===== src/cpuAlu_consts.svh =====
// ALU width constants
// data word width, opcode field width and the full product width

`ifndef CPU_ALU_CONSTS_SVH
`define CPU_ALU_CONSTS_SVH

// one machine word
`define ALU_BITS 16

// opcode field of the instruction word
`define ALU_OP_BITS 5

// mul and mulu both come from one double-width product
`define ALU_PROD_BITS (2 * `ALU_BITS)

`endif

===== src/cpuAluPkg.sv =====
// shared ALU types
// data word, opcode enum and the C/Z/S/V flag struct

`include "cpuAlu_consts.svh"

`default_nettype none

package cpuAluPkg;

	typedef logic [`ALU_BITS-1:0] aluDataT;	// operands and results

	// codes 10, 11, 14, 15, 21, 22 and 31 are reserved
	typedef enum logic [`ALU_OP_BITS-1:0] {
		opMove         = 0,
		opAdd          = 1,
		opAdc          = 2,
		opSub          = 3,
		opSbb          = 4,
		opAnd          = 5,
		opOr           = 6,
		opXor          = 7,
		opMul          = 8,
		opMulu         = 9,
		opCmp          = 12,
		opTest         = 13,
		opAsr          = 16,
		opLsr          = 17,
		opLsl          = 18,
		opRolc         = 19,	// left through carry
		opRorc         = 20,	// right through carry
		opClc          = 23,
		opStc          = 24,
		opClz          = 25,
		opStz          = 26,
		opCls          = 27,
		opSts          = 28,
		opStoreFlags   = 29,	// S, C, Z into bits 2..0
		opRestoreFlags = 30	// Z, C, S from bits 0..2
	} aluOpE;

	typedef struct packed {
		logic c;	// carry or borrow
		logic z;	// zero
		logic s;	// sign
		logic v;	// signed overflow
	} aluFlagsT;

endpackage

`default_nettype wire


===== src/aluLaneIf.sv =====
// lane between the commit block and one execution unit
// unit side computes, commit side supplies operands and current flags

`default_nettype none

interface aluLaneIf;

	cpuAluPkg::aluDataT a;	// operand A
	cpuAluPkg::aluDataT b;	// operand B
	cpuAluPkg::aluOpE op;
	cpuAluPkg::aluFlagsT flagsIn;	// registered flags

	logic claim;	// op belongs to this unit
	cpuAluPkg::aluDataT res;
	cpuAluPkg::aluFlagsT flagsNext;

	modport unit (
		input  a, b, op, flagsIn,
		output claim, res, flagsNext
	);

	modport commit (
		output a, b, op, flagsIn,
		input  claim, res, flagsNext
	);

endinterface

`default_nettype wire


===== src/aluTop.sv =====
// ALU top level
// two execution lanes, the arithmetic and logic/shift units
// and the commit stage behind plain ports

`include "cpuAlu_consts.svh"

`default_nettype none

module aluTop (
	input  logic CLK,
	input  logic RSTb,
	input  cpuAluPkg::aluDataT A,
	input  cpuAluPkg::aluDataT B,
	input  logic [`ALU_OP_BITS-1:0] aluOp,
	input  logic execute,
	output cpuAluPkg::aluDataT aluOut,
	output logic C,	// carry
	output logic Z,	// zero
	output logic S,	// sign
	output logic V	// overflow
);

	aluLaneIf arithLane ();
	aluLaneIf logicLane ();

	aluArith aluArith_inst (
		.lane(arithLane)
	);

	aluLogicShift aluLogicShift_inst (
		.lane(logicLane)
	);

	aluCommit aluCommit_inst (
		.CLK(CLK),
		.RSTb(RSTb),
		.execute(execute),
		.A(A),
		.B(B),
		.aluOp(aluOp),
		.arithLane(arithLane),
		.logicLane(logicLane),
		.aluOut(aluOut),
		.C(C),
		.Z(Z),
		.S(S),
		.V(V)
	);

endmodule

`default_nettype wire


===== src/aluCommit.sv =====
// commit stage of the ALU
// operand fan-out to both lanes, claim select, result and flag registers,
// lane and register assertions

`include "cpuAlu_consts.svh"

`default_nettype none

module aluCommit (
	input  logic CLK,
	input  logic RSTb,
	input  logic execute,	// one-cycle strobe
	input  cpuAluPkg::aluDataT A,
	input  cpuAluPkg::aluDataT B,
	input  logic [`ALU_OP_BITS-1:0] aluOp,
	aluLaneIf.commit arithLane,
	aluLaneIf.commit logicLane,
	output cpuAluPkg::aluDataT aluOut,
	output logic C,
	output logic Z,
	output logic S,
	output logic V
);

	cpuAluPkg::aluDataT resQ;
	cpuAluPkg::aluDataT resNext;
	cpuAluPkg::aluFlagsT flagsQ;
	cpuAluPkg::aluFlagsT flagsNext;

	assign arithLane.a = A;
	assign arithLane.b = B;
	assign arithLane.op = cpuAluPkg::aluOpE'(aluOp);
	assign arithLane.flagsIn = flagsQ;

	assign logicLane.a = A;
	assign logicLane.b = B;
	assign logicLane.op = cpuAluPkg::aluOpE'(aluOp);
	assign logicLane.flagsIn = flagsQ;

	always_comb begin
		if (arithLane.claim) begin
			resNext = arithLane.res;
			flagsNext = arithLane.flagsNext;
		end else if (logicLane.claim) begin
			resNext = logicLane.res;
			flagsNext = logicLane.flagsNext;
		end else begin
			resNext = '0;	// reserved opcode
			flagsNext = flagsQ;
		end
	end

	always_ff @(posedge CLK) begin
		if (!RSTb) begin
			resQ <= '0;
			flagsQ <= '0;
		end else if (execute) begin
			resQ <= resNext;
			flagsQ <= flagsNext;
		end
	end

	assign aluOut = resQ;
	assign C = flagsQ.c;
	assign Z = flagsQ.z;
	assign S = flagsQ.s;
	assign V = flagsQ.v;

	// opcode sets of the two units must not overlap
	assert property (@(posedge CLK) disable iff (!RSTb)
		!(arithLane.claim && logicLane.claim));

	assert property (@(posedge CLK) disable iff (!RSTb)
		!execute |=> ($stable(flagsQ) && $stable(resQ)));	// idle cycles hold

	assert property (@(posedge CLK)
		!RSTb |=> ((aluOut == '0) && (flagsQ == '0)));

endmodule

`default_nettype wire


===== src/aluLogicShift.sv =====
// logic, shift and flag execution unit
// move, bitwise ops, test, single-bit shifts, rotates through carry,
// flag set/clear, store flags and restore flags

`include "cpuAlu_consts.svh"

`default_nettype none

module aluLogicShift (
	aluLaneIf.unit lane
);

	localparam int W = `ALU_BITS;

	cpuAluPkg::aluDataT andRes;
	cpuAluPkg::aluDataT orRes;
	cpuAluPkg::aluDataT xorRes;
	cpuAluPkg::aluDataT asrRes;
	cpuAluPkg::aluDataT lsrRes;
	cpuAluPkg::aluDataT lslRes;
	cpuAluPkg::aluDataT rolcRes;
	cpuAluPkg::aluDataT rorcRes;
	cpuAluPkg::aluDataT flagWord;

	assign andRes = lane.a & lane.b;
	assign orRes = lane.a | lane.b;
	assign xorRes = lane.a ^ lane.b;

	// shifts and rotates act on B only
	assign asrRes = {lane.b[W-1], lane.b[W-1:1]};	// sign kept
	assign lsrRes = {1'b0, lane.b[W-1:1]};
	assign lslRes = {lane.b[W-2:0], 1'b0};
	assign rolcRes = {lane.b[W-2:0], lane.flagsIn.c};
	assign rorcRes = {lane.flagsIn.c, lane.b[W-1:1]};

	assign flagWord = {{(W-3){1'b0}}, lane.flagsIn.s, lane.flagsIn.c, lane.flagsIn.z};

	always_comb begin
		lane.claim = 1'b1;
		lane.res = '0;	// flag ops output zero
		lane.flagsNext = lane.flagsIn;

		case (lane.op)
			cpuAluPkg::opMove: begin
				lane.res = lane.b;
			end
			cpuAluPkg::opAnd: begin
				lane.res = andRes;
				lane.flagsNext.c = 1'b0;
				lane.flagsNext.z = (andRes == '0);
				lane.flagsNext.s = andRes[W-1];
			end
			cpuAluPkg::opOr: begin
				lane.res = orRes;
				lane.flagsNext.c = 1'b0;
				lane.flagsNext.z = (orRes == '0);
				lane.flagsNext.s = orRes[W-1];
			end
			cpuAluPkg::opXor: begin
				lane.res = xorRes;
				lane.flagsNext.c = 1'b0;
				lane.flagsNext.z = (xorRes == '0);
				lane.flagsNext.s = xorRes[W-1];
			end
			cpuAluPkg::opTest: begin
				lane.res = lane.a;	// only Z changes
				lane.flagsNext.z = (andRes == '0);
			end
			cpuAluPkg::opAsr: begin
				lane.res = asrRes;
				lane.flagsNext.z = (asrRes == '0);
			end
			cpuAluPkg::opLsr: begin
				lane.res = lsrRes;
				lane.flagsNext.z = (lsrRes == '0);
			end
			cpuAluPkg::opLsl: begin
				lane.res = lslRes;
				lane.flagsNext.z = (lslRes == '0);
			end
			cpuAluPkg::opRolc: begin
				lane.res = rolcRes;
				lane.flagsNext.c = lane.b[W-1];	// bit shifted out
			end
			cpuAluPkg::opRorc: begin
				lane.res = rorcRes;
				lane.flagsNext.c = lane.b[0];
			end
			cpuAluPkg::opClc: lane.flagsNext.c = 1'b0;
			cpuAluPkg::opStc: lane.flagsNext.c = 1'b1;
			cpuAluPkg::opClz: lane.flagsNext.z = 1'b0;
			cpuAluPkg::opStz: lane.flagsNext.z = 1'b1;
			cpuAluPkg::opCls: lane.flagsNext.s = 1'b0;
			cpuAluPkg::opSts: lane.flagsNext.s = 1'b1;
			cpuAluPkg::opStoreFlags: begin
				lane.res = flagWord;
			end
			cpuAluPkg::opRestoreFlags: begin
				lane.flagsNext.z = lane.b[0];
				lane.flagsNext.c = lane.b[1];
				lane.flagsNext.s = lane.b[2];
			end
			default: begin
				lane.claim = 1'b0;
			end
		endcase
	end

endmodule

`default_nettype wire


===== src/aluArith.sv =====
// arithmetic execution unit
// add, adc, sub, sbb, cmp, mul and mulu with their flag rules

`include "cpuAlu_consts.svh"

`default_nettype none

module aluArith (
	aluLaneIf.unit lane
);

	localparam int W = `ALU_BITS;

	logic cin;
	logic [W:0] addExt;	// carry in top bit
	logic [W:0] subExt;	// borrow in top bit
	logic [`ALU_PROD_BITS-1:0] prod;
	logic addOvf;
	logic subOvf;
	cpuAluPkg::aluDataT mulLo;
	cpuAluPkg::aluDataT mulHi;

	// only adc and sbb chain the stored carry
	assign cin = ((lane.op == cpuAluPkg::opAdc) || (lane.op == cpuAluPkg::opSbb)) ?
		lane.flagsIn.c : 1'b0;

	assign addExt = {1'b0, lane.a} + {1'b0, lane.b} + {{W{1'b0}}, cin};
	assign subExt = {1'b0, lane.a} - {1'b0, lane.b} - {{W{1'b0}}, cin};

	assign prod = {{W{1'b0}}, lane.a} * {{W{1'b0}}, lane.b};	// unsigned
	assign mulLo = prod[W-1:0];
	assign mulHi = prod[2*W-1:W];

	// same-sign inputs, result sign flipped
	assign addOvf = (lane.a[W-1] == lane.b[W-1]) && (addExt[W-1] != lane.a[W-1]);
	// differing signs, result took the sign of B
	assign subOvf = (lane.a[W-1] != lane.b[W-1]) && (subExt[W-1] != lane.a[W-1]);

	always_comb begin
		lane.claim = 1'b1;
		lane.res = '0;
		lane.flagsNext = lane.flagsIn;	// unnamed flags hold

		case (lane.op)
			cpuAluPkg::opAdd, cpuAluPkg::opAdc: begin
				lane.res = addExt[W-1:0];
				lane.flagsNext.c = addExt[W];
				lane.flagsNext.z = (addExt[W-1:0] == '0);
				lane.flagsNext.s = addExt[W-1];
				lane.flagsNext.v = addOvf;
			end
			cpuAluPkg::opSub, cpuAluPkg::opSbb: begin
				lane.res = subExt[W-1:0];
				lane.flagsNext.c = subExt[W];
				lane.flagsNext.z = (subExt[W-1:0] == '0);
				lane.flagsNext.s = subExt[W-1];
				lane.flagsNext.v = subOvf;
			end
			cpuAluPkg::opCmp: begin
				lane.res = lane.a;	// V untouched
				lane.flagsNext.c = subExt[W];
				lane.flagsNext.z = (subExt[W-1:0] == '0);
				lane.flagsNext.s = subExt[W-1];
			end
			cpuAluPkg::opMul: begin
				lane.res = mulLo;
				lane.flagsNext.c = 1'b0;
				lane.flagsNext.z = (mulLo == '0);
				lane.flagsNext.s = mulLo[W-1];
			end
			cpuAluPkg::opMulu: begin
				lane.res = mulHi;
				lane.flagsNext.c = 1'b0;
				lane.flagsNext.z = (mulHi == '0);
				lane.flagsNext.s = mulHi[W-1];
			end
			default: begin
				lane.claim = 1'b0;	// not ours
			end
		endcase
	end

endmodule

`default_nettype wire


===== config.mk =====
export PLATFORM = sky130hd
export DESIGN_NAME = aluTop
export DESIGN_NICKNAME = d
export VERILOG_FILES = /design/src/cpuAluPkg.sv /design/src/aluLaneIf.sv /design/src/aluTop.sv /design/src/aluCommit.sv /design/src/aluLogicShift.sv /design/src/aluArith.sv
export VERILOG_INCLUDE_DIRS = /design/src /design/src/src
export SDC_FILE = /design/constraint.sdc
export NUM_CORES = 1
export LEC_CHECK = 0
export BUFFER_PORTS_ARGS = -buffer_cell sky130_fd_sc_hd__buf_2
export CAP_MARGIN = 25
export CELL_PAD_IN_SITES_DETAIL_PLACEMENT = 1
export CELL_PAD_IN_SITES_GLOBAL_PLACEMENT = 1
export CORE_AREA = 2 2 232 234
export CTS_BUF_LIST = sky130_fd_sc_hd__clkbuf_8
export CTS_CLUSTER_SIZE = 16
export DETAILED_ROUTE_END_ITERATION = 16
export DIE_AREA = 0 0 234 236
export PLACE_DENSITY_LB_ADDON = 0.08
export SLEW_MARGIN = 10
export SYNTH_ARGS = -nofsm -noshare
export SYNTH_HDL_FRONTEND = slang
export SYNTH_SLANG_ARGS = --single-unit

===== constraint.sdc =====
create_clock -name CLK -period 12.6 [get_ports CLK]
set_input_delay 2.52 -clock CLK [delete_from_list [all_inputs] [get_ports CLK]]
set_output_delay 2.52 -clock CLK [all_outputs]
set_load 0.02 [all_outputs]

==> impl_metrics.toml, run 1 <==
[final_layout]
final_cell_area_um2 = 14100
synthToLayoutAreaGrowth_pct = 8.11
drive_gt1_frac = 0.0603
fin_nets = 2079

[logic_synthesis]
synth_area_um2 = 13000
synth_edf_count = 0
ys_types = 79
ys_warn_count = 0
syn-num-nets = 2096
seq_area_frac_synth = 0.0307
synth_seq_cells = 20
synth_cells = 1692
synthArstFlopShare = 0
syn_avg_cell_area_um2 = 7.70
synth_flop_cell = "dfxtp_1"

[pwr]
cellLeakagePower_nw = 6.61
powerDensity_nw_per_um2 = 306
total_power_mw = 4.32
peakVddDrop_v = 0.000219

[drt]
antenna_left = 0
vias_per_cell = 5.09
drt-initial-drc-count = 847
wl_per_cell_um = 26.3
vias = 12100
drc = 0
wl_mm = 62.4
drt_first_pass_iters = 9

[sta]
period_share = 0.798
fmax_mhz = 99.4
worst_slack_ns = 2.54
post-route-min-period_ns = 10.06
holdWs_ns = 0.507
setup_viol = 0
slew_headroom = 0.201
worst_pin_slew_ns = 1.18
maxSlewViolCount = 0
fin_setup_tns_ns = 0
rsz0062_at_grt = "no"
hold_viol_final = 0
finClkSkew_ns = 0.00436

[setup_path]
crit_path_max_incr_delay_ns = 0.56
worst_setup_path_start_kind = "input port"
cp-end-kind = "flip-flop"
worstPathMaxFanout = 19
slowest_stage = "fa_1"
cp_top_family = "adder cells"
crit_buf_inv = 7
critical_path_required_ns = 12.78
criticalPathCategory = "input port to flip-flop"
critPathArrivalTime_ns = 10.24

[die]
coreArea_um2 = 53100
fp.dieW_um = 234
pin_count = 60
start_util = 0.246
num_rows = 85
die-area_um2 = 55200
dieHeight_um = 236

[global_routing]
grt_pass1_wl_mm = 91.3
antenna_found_initial = 0
grt_max_degree = 57
gr-total-overflow = 0
grt_pass1_vias = 13000
track_usage = 0.228

[clock_network]
cts_max_path_buffers = 2
root_buffer = "clkbuf_8"
clock_latency_ns = 0.28
post_cts_buffers = 0
htreeDepth = 1
cts_buffers = 3
cts_tree = "done"
cts_sinks = 20
clk_pin_slew_ns = 0.08
ctsHoldBuffers = 0
cts_resized = 0

[placement]
dp_hpwl_mm = 50.4
pre_cts_ws_ns = 2.27
finalWeightedCongestion = 0.878
io_buffers = 59
place_area_um2 = 14000

[worst_hold_path]
hold_path_class = "flip-flop to flip-flop"

[run]
drv_cap = 0

[status]
status = "completed"
## where the power goes
group / internal [mW] / switching (mW) / total (mW) / leakage (nW)
clock network: 0.0426 / 0.0265 / 0.0691 / 0.0357
logic: 1.39 / 2.78 / 4.17 / 6.41
registers: 0.0699 / 0.00454 / 0.0745 / 0.165
## layout make-up
| class | count | area, um^2 |
|---|---|---|
| clock buffer | 3 | 41.3 |
| tap | 696 | 871 |
| multi-input combinational | 1279 | 11200 |
| timing repair buffer | 78 | 438 |
| antenna | 1 | 2.50 |
| inverter | 293 | 1100 |
| clock inverter | 1 | 30.0 |
| sequential | 20 | 400 |
| fill | 6411 | 39000 |
## worst register-to-register path: stages, from the launching register on
cell	delay, ns
dfxtp_1	0.51
nor2b_1	0.28
nand3_1	0.20
fa_1	0.46
fa_1	0.43
o21a_1	0.22
o22ai_1	0.31
xnor2_1	0.13
or4_1	0.53
or4_1	0.47
or4b_1	0.55
nor4_1	0.22
o21ai_1	0.17
o41ai_2	0.09
## state kept, by name, indices dropped and copies added (netlist names)
register / count
aluCommit_inst.C: 1
aluCommit_inst.S: 1
aluCommit_inst.V: 1
aluCommit_inst.Z: 1
aluCommit_inst.aluOut: 16
## cells in the final DEF (no fill, tap or decap), drive strengths merged, types with 18 or more instances in the layout
master,Yosys,routed
dfxtp,20,20
a21oi,69,69
a221oi,24,24
nand3,18,18
xnor2,33,33
nor3,25,25
o21ai,73,73
buf,8,78
ha,166,166
nand4,25,25
nor2,173,173
fa,198,198
xor2,19,19
inv,288,288
nand2,204,204
## kinds of logic after synthesis
logic type	count (synthesis)	share of synthesized area
flops	20	0.0307
fa+ha+maj	364	0.464
buf+inv	393	0.113
mux	6	0.00480
compound gates	312	0.163
simple gates	545	0.189
xor+xnor	52	0.0349
## final timing paths
check | from | endpoint | slack [ns] | cells after the start
hold / removal | aluCommit_inst.aluOut[9]$_SDFFE_PN0P_ | aluCommit_inst.aluOut[9]$_SDFFE_PN0P_ | 0.51 | 2
setup / recovery | B[7] | aluCommit_inst.Z$_SDFFE_PN0P_ | 2.54 | 25
setup reg to reg | aluCommit_inst.C$_SDFFE_PN0P_ | aluCommit_inst.Z$_SDFFE_PN0P_ | 7.93 | 13
hold reg to reg | aluCommit_inst.aluOut[9]$_SDFFE_PN0P_ | aluCommit_inst.aluOut[9]$_SDFFE_PN0P_ | 0.51 | 2
## stage by stage
step                cells   util
CTS                  2370  0.265
detailed placement   2366  0.264
finish               2371  0.265
global route         2370  0.265
floorplan            1692      -
global placement     2366  0.264
## per-layer routing
layer	wire, um	vias up	global-route usage
met5	0	-	0
met2	29100	250	0.373
met4	1260	0	0.0441
met3	2280	39	0.0181
li1	-	5532	-
met1	29700	6238	0.328
## cell usage after synthesis, types with 24 or more instances
cell type | n | area [um^2]
nand4_1 | 25 | 156
o21ai_0 | 60 | 300
xnor2_1 | 33 | 289
nand2_1 | 204 | 766
clkbuf_1 | 92 | 345
a221oi_1 | 24 | 210
ha_1 | 166 | 2080
nor3_1 | 25 | 125
a21oi_1 | 68 | 340
fa_1 | 198 | 3960
inv_1 | 287 | 1080
nor2_1 | 173 | 649
No activity file was read; power rests on OpenSTA's default activity.
==> run 2: changes to the inputs <==
Clock period 12.6 ns to 9.4 ns, I/O delays scaled along.
==> run 2 against run 1 <==
Net effect:
- clock skew up 0.0029 ns
- wire length grew 0.20%
- non-clock buffer count increased by 84
- register-to-register slack lost 3.1 ns
- via count rose by 3.1%
- cell area up 4.5%
- sequential cell count is the same
- first-iteration DRC count down 6.1%
- global-route usage down 0.057 points
- setup slack got worse by 2.1 ns
- sequential share of layout area shrank 0.12 points
- critical path type unchanged
==> impl_metrics.toml, run 2 (synthesis gave the netlist of run 1 again) <==
[status]
status = "completed"

[placement]
dp_hpwl_mm = 53.4
finalWeightedCongestion = 0.889
io_buffers = 59

[sta]
slew_headroom = 0.271
worst_pin_slew_ns = 1.09
setup_viol = 0
fmax_mhz = 112
finClkSkew_ns = 0.00725
hold_viol_final = 0
post-route-min-period_ns = 8.93
period_share = 0.951
rsz0062_at_grt = "no"
fin_setup_tns_ns = 0
maxSlewViolCount = 0

[drt]
routedLengthMet1_mm = 29.5
antenna_left = 0
drt-initial-drc-count = 795
wl_met3_mm = 2.72
top_layer = "met5"
drc = 0
wl_met2_mm = 28.9
drt_first_pass_iters = 7
wl_per_cell_um = 25.5
vias_per_cell = 5.07
vias = 12400
wl_mm = 62.5

[setup_path]
criticalPathCategory = "input port to flip-flop"
cp_common_cell = "fa_1"
worst_setup_path_start_kind = "input port"
crit_path_max_incr_delay_ns = 0.55
r2r-start = "aluCommit_inst.C$_SDFFE_PN0P_"
slowest_stage = "fa_1"
cp-end-kind = "flip-flop"
startpoint = "A[5]"
worstPathMaxFanout = 7
critPathArrivalTime_ns = 9.10
crit_chain = "buf_2 > clkinv_1 > nor2_1 > fa_1 > inv_1 > fa_1 > fa_1 > fa_1 > inv_1 > fa_1 > inv_1 > fa_1 > inv_1 > ha_1 > and2_1 > nand3_1 > a2111o_1 > a21oi_1 > and3b_1 > xnor2_1 > or4_1 > or4_1 > or4b_1 > o41ai_2"
critical_path_required_ns = 9.57

[clock_network]
root_buffer = "clkbuf_8"
cts_tree = "done"
clock_latency_ns = 0.28
clk_pin_slew_ns = 0.08
htreeDepth = 1
post_cts_buffers = 0
cts_max_path_buffers = 2
cts_sinks = 20
cts_resized = 0
cts_buffers = 3
ctsHoldBuffers = 0

[final_layout]
drive_gt1_frac = 0.105
final_common_cell = "inv_1"
fin_nets = 2163
synthToLayoutAreaGrowth_pct = 12.9
final_cell_mix = "287 x inv_1, 204 x nand2_1, 198 x fa_1"
fillers = 6422
largest_reg_flops = 16

[die]
num_rows = 85
dieHeight_um = 236
start_util = 0.246
pin_count = 60
fp.dieW_um = 234
die-area_um2 = 55200
coreArea_um2 = 53100

[global_routing]
gr-total-overflow = 0
grt_pass1_vias = 13400
track_usage = 0.228
grt_max_degree = 57
grt_pass1_wl_mm = 91.7
antenna_found_initial = 2

[run]
drv_cap = 0

[worst_hold_path]
hold_path_class = "flip-flop to flip-flop"
hold_start = "aluCommit_inst.aluOut[8]$_SDFFE_PN0P_"
[run 2: cell types whose count changed in the layout (fill, tap and decap cells not counted), sizes merged]
cell / before / now
buf: 78 / 162
[run 2: stage by stage]
| step | cell area [um^2] | hold slack (ns) | util | std cells | setup slack [ns] |
|---|---|---|---|---|---|
| after detailed placement | 14600 | 0.487 | 0.276 | 2450 | 0.203 |
| final | 14700 | 0.505 | 0.277 | 2455 | 0.465 |
| after floorplan | 13000 | 0.591 | - | 1692 | 0.508 |
| after global routing | 14700 | 0.556 | 0.277 | 2454 | 0.218 |
| after CTS | 14700 | 0.520 | 0.277 | 2454 | 0.467 |
| after global placement | 14600 | 0.481 | 0.276 | 2447 | 0.298 |
[run 2: per-layer routing]
metal | GRT usage | vias up
met5 | 0 | -
met4 | 0.0476 | 2
met3 | 0.0279 | 61
met2 | 0.375 | 285
met1 | 0.317 | 6382
li1 | - | 5708
[run 2: path summary, 6_finish.rpt]
check	endpoint	slack [ns]	cells past startpoint
hold / removal	aluCommit_inst.aluOut[8]$_SDFFE_PN0P_	0.50	2
hold reg to reg	aluCommit_inst.aluOut[8]$_SDFFE_PN0P_	0.50	2
setup reg to reg	aluCommit_inst.Z$_SDFFE_PN0P_	4.79	13
setup / recovery	aluCommit_inst.Z$_SDFFE_PN0P_	0.47	24
[run 2: worst max-delay path: cells and delay by family]
family | cells | cell delay (ns)
XOR/XNOR | 1 | 0.20
AO/OA/AOI/OAI | 3 | 0.78
buffers and inverters | 6 | 0.73
AND/OR/NAND/NOR | 7 | 2.29
adder cells (fa/ha/maj) | 7 | 3.20
[run 2: final cells by class]
type                    instances  area (um^2)  area share
flip-flops and latches         20          400      0.0272
repair buffers                162         1070      0.0724
diodes                          1         2.50    0.000170
clock inverters                 1         30.0     0.00204
multi-input cells            1279        11200       0.761
inverters                     293         1100      0.0747
well taps                     696          871      0.0592
clock buffers                   3         41.3     0.00281
Power of run 2 is not shown: default switching activity piles up to over one toggle a cycle in this logic, so the estimate is an artifact.
==> run 3: changes to the inputs <==
Settings changed: GPL_TIMING_DRIVEN set to 0.
==> run 3 against run 2 <==
Net effect:
- register-to-register slack got worse by 0.18 ns
- core utilization decreased by 0.33 points
- highest routed layer unchanged
- maximum frequency decreased by 3.4%
- largest cell class unchanged
- via count increased by 0.98%
- die area unchanged
==> impl_metrics.toml, run 3 (synthesis gave the netlist of run 1 again) <==
[status]
status = "completed"

[placement]
finalWeightedCongestion = 0.915
dp_hpwl_mm = 53.7
io_buffers = 57

[clock_network]
clock_latency_ns = 0.26
htreeDepth = 1
clk_pin_slew_ns = 0.07
ctsHoldBuffers = 0
cts_buffers = 3
cts_max_path_buffers = 2
cts_sinks = 20
root_buffer = "clkbuf_8"
cts_tree = "done"

[sta]
hold_viol_final = 0
setup_viol = 0
period_share = 0.984
worst_pin_slew_ns = 1.16
finClkSkew_ns = 0.00990
rsz0062_at_grt = "yes"
slew_headroom = 0.216
fmax_mhz = 108
maxSlewViolCount = 0
post-route-min-period_ns = 9.25

[worst_hold_path]
hold_start = "aluCommit_inst.aluOut[7]$_SDFFE_PN0P_"
holdPathEnd = "aluCommit_inst.aluOut[7]$_SDFFE_PN0P_"
hold_path_class = "flip-flop to flip-flop"
holdPathStages = 2

[drt]
vias = 12600
wl_per_cell_um = 26.0
wl_met3_mm = 3.02
vias_per_cell = 5.13
routedLengthMet1_mm = 29.5
wl_met2_mm = 29.8
top_layer = "met5"
wl_mm = 63.8
drt-initial-drc-count = 950
drc = 0
drt_first_pass_iters = 8
antenna_left = 0

[global_routing]
antenna_found_initial = 1
grt_pass1_vias = 13600
grt_max_degree = 17
grt_pass1_wl_mm = 94.1
gr-total-overflow = 0
track_usage = 0.235

[setup_path]
worstPathMaxFanout = 10
critPathArrivalTime_ns = 9.40
r2r-start = "aluCommit_inst.C$_SDFFE_PN0P_"
cp-end-kind = "flip-flop"
criticalPathCategory = "input port to flip-flop"
critical_path_required_ns = 9.55
reg2reg_slack_ns = 4.61
reg2regPathDepth = 13
r2r-end = "aluCommit_inst.Z$_SDFFE_PN0P_"
worst_setup_path_start_kind = "input port"

[final_layout]
final_util = 0.274
largest_reg_flops = 16
final_common_cell = "inv_1"
synthToLayoutAreaGrowth_pct = 11.6
drive_gt1_frac = 0.0810
n_antenna_cell = 0
fin_nets = 2158
final_cell_mix = "279 x inv_1, 204 x nand2_1, 198 x fa_1"
fillers = 6411

[die]
pin_count = 60
coreArea_um2 = 53100
start_util = 0.246
die-area_um2 = 55200
num_rows = 85
dieHeight_um = 236
fp.dieW_um = 234

[run]
drv_cap = 0
[run 3: worst max-delay path, cell delays in order]
cell      delay (ns)
buf_4           0.19
inv_1           0.22
buf_6           0.23
nor2_1          0.08
fa_1            0.51
inv_1           0.06
fa_1            0.47
fa_1            0.52
inv_1           0.05
fa_1            0.52
fa_1            0.50
inv_1           0.06
fa_1            0.48
inv_1           0.05
ha_1            0.32
clkbuf_2        0.23
nand3_1         0.13
a2111o_1        0.44
a21oi_1         0.13
and3b_2         0.27
xnor2_1         0.21
or4_1           0.53
or4_1           0.49
or4b_1          0.53
o41ai_4         0.26
[run 3: worst max path at each step]
stage | startpoint | endpoint | slack [ns] | cells past startpoint
final | B[5] | aluCommit_inst.Z$_SDFFE_PN0P_ | 0.15 | 25
after global routing | B[6] | aluCommit_inst.Z$_SDFFE_PN0P_ | -0.15 | 26
after CTS | A[10] | aluCommit_inst.Z$_SDFFE_PN0P_ | -0.04 | 25
after detailed placement | A[5] | aluCommit_inst.Z$_SDFFE_PN0P_ | -1.71 | 26
after global placement | A[5] | aluCommit_inst.Z$_SDFFE_PN0P_ | -1.70 | 26
after floorplan | B[1] | aluCommit_inst.Z$_SDFFE_PN0P_ | 0.51 | 24
[run 3: area by class of cell]
| cell class | count | area (um^2) | area share |
|---|---|---|---|
| multi-input cells | 1279 | 11200 | 0.770 |
| well taps | 696 | 871 | 0.0599 |
| clock buffers | 4 | 55.1 | 0.00379 |
| plain buffers | 81 | 422 | 0.0290 |
| repair buffers | 76 | 445 | 0.0306 |
| flip-flops and latches | 20 | 400 | 0.0275 |
| inverters | 293 | 1140 | 0.0787 |
[run 3: layer usage]
metal  global-route usage  vias to the layer above
li1                     -                     5688
met1                0.330                     6514
met2                0.386                      299
met3               0.0255                       55
met4               0.0483                        4
met5                    0                        -
[run 3: repair_timing]
item                                    CTS  global route
buffers inserted                         10             5
endpoints found under the setup margin   14             2
gates resized for setup                  67            18
[run 3: stage by stage]
step	instances	worst slack, ns	hold WS [ns]	setup TNS, ns	cell area (um^2)
after floorplan	1692	0.508	0.591	0	13000
after global placement	2445	-1.70	0.483	-11.01	14200
after detailed placement	2449	-1.71	0.480	-9.84	14200
after CTS	2446	-0.0417	0.510	-0.0417	14500
after global routing	2449	-0.151	0.548	-0.151	14500
final	2449	0.153	0.510	0	14500
Power of run 3 is left out for the same reason.
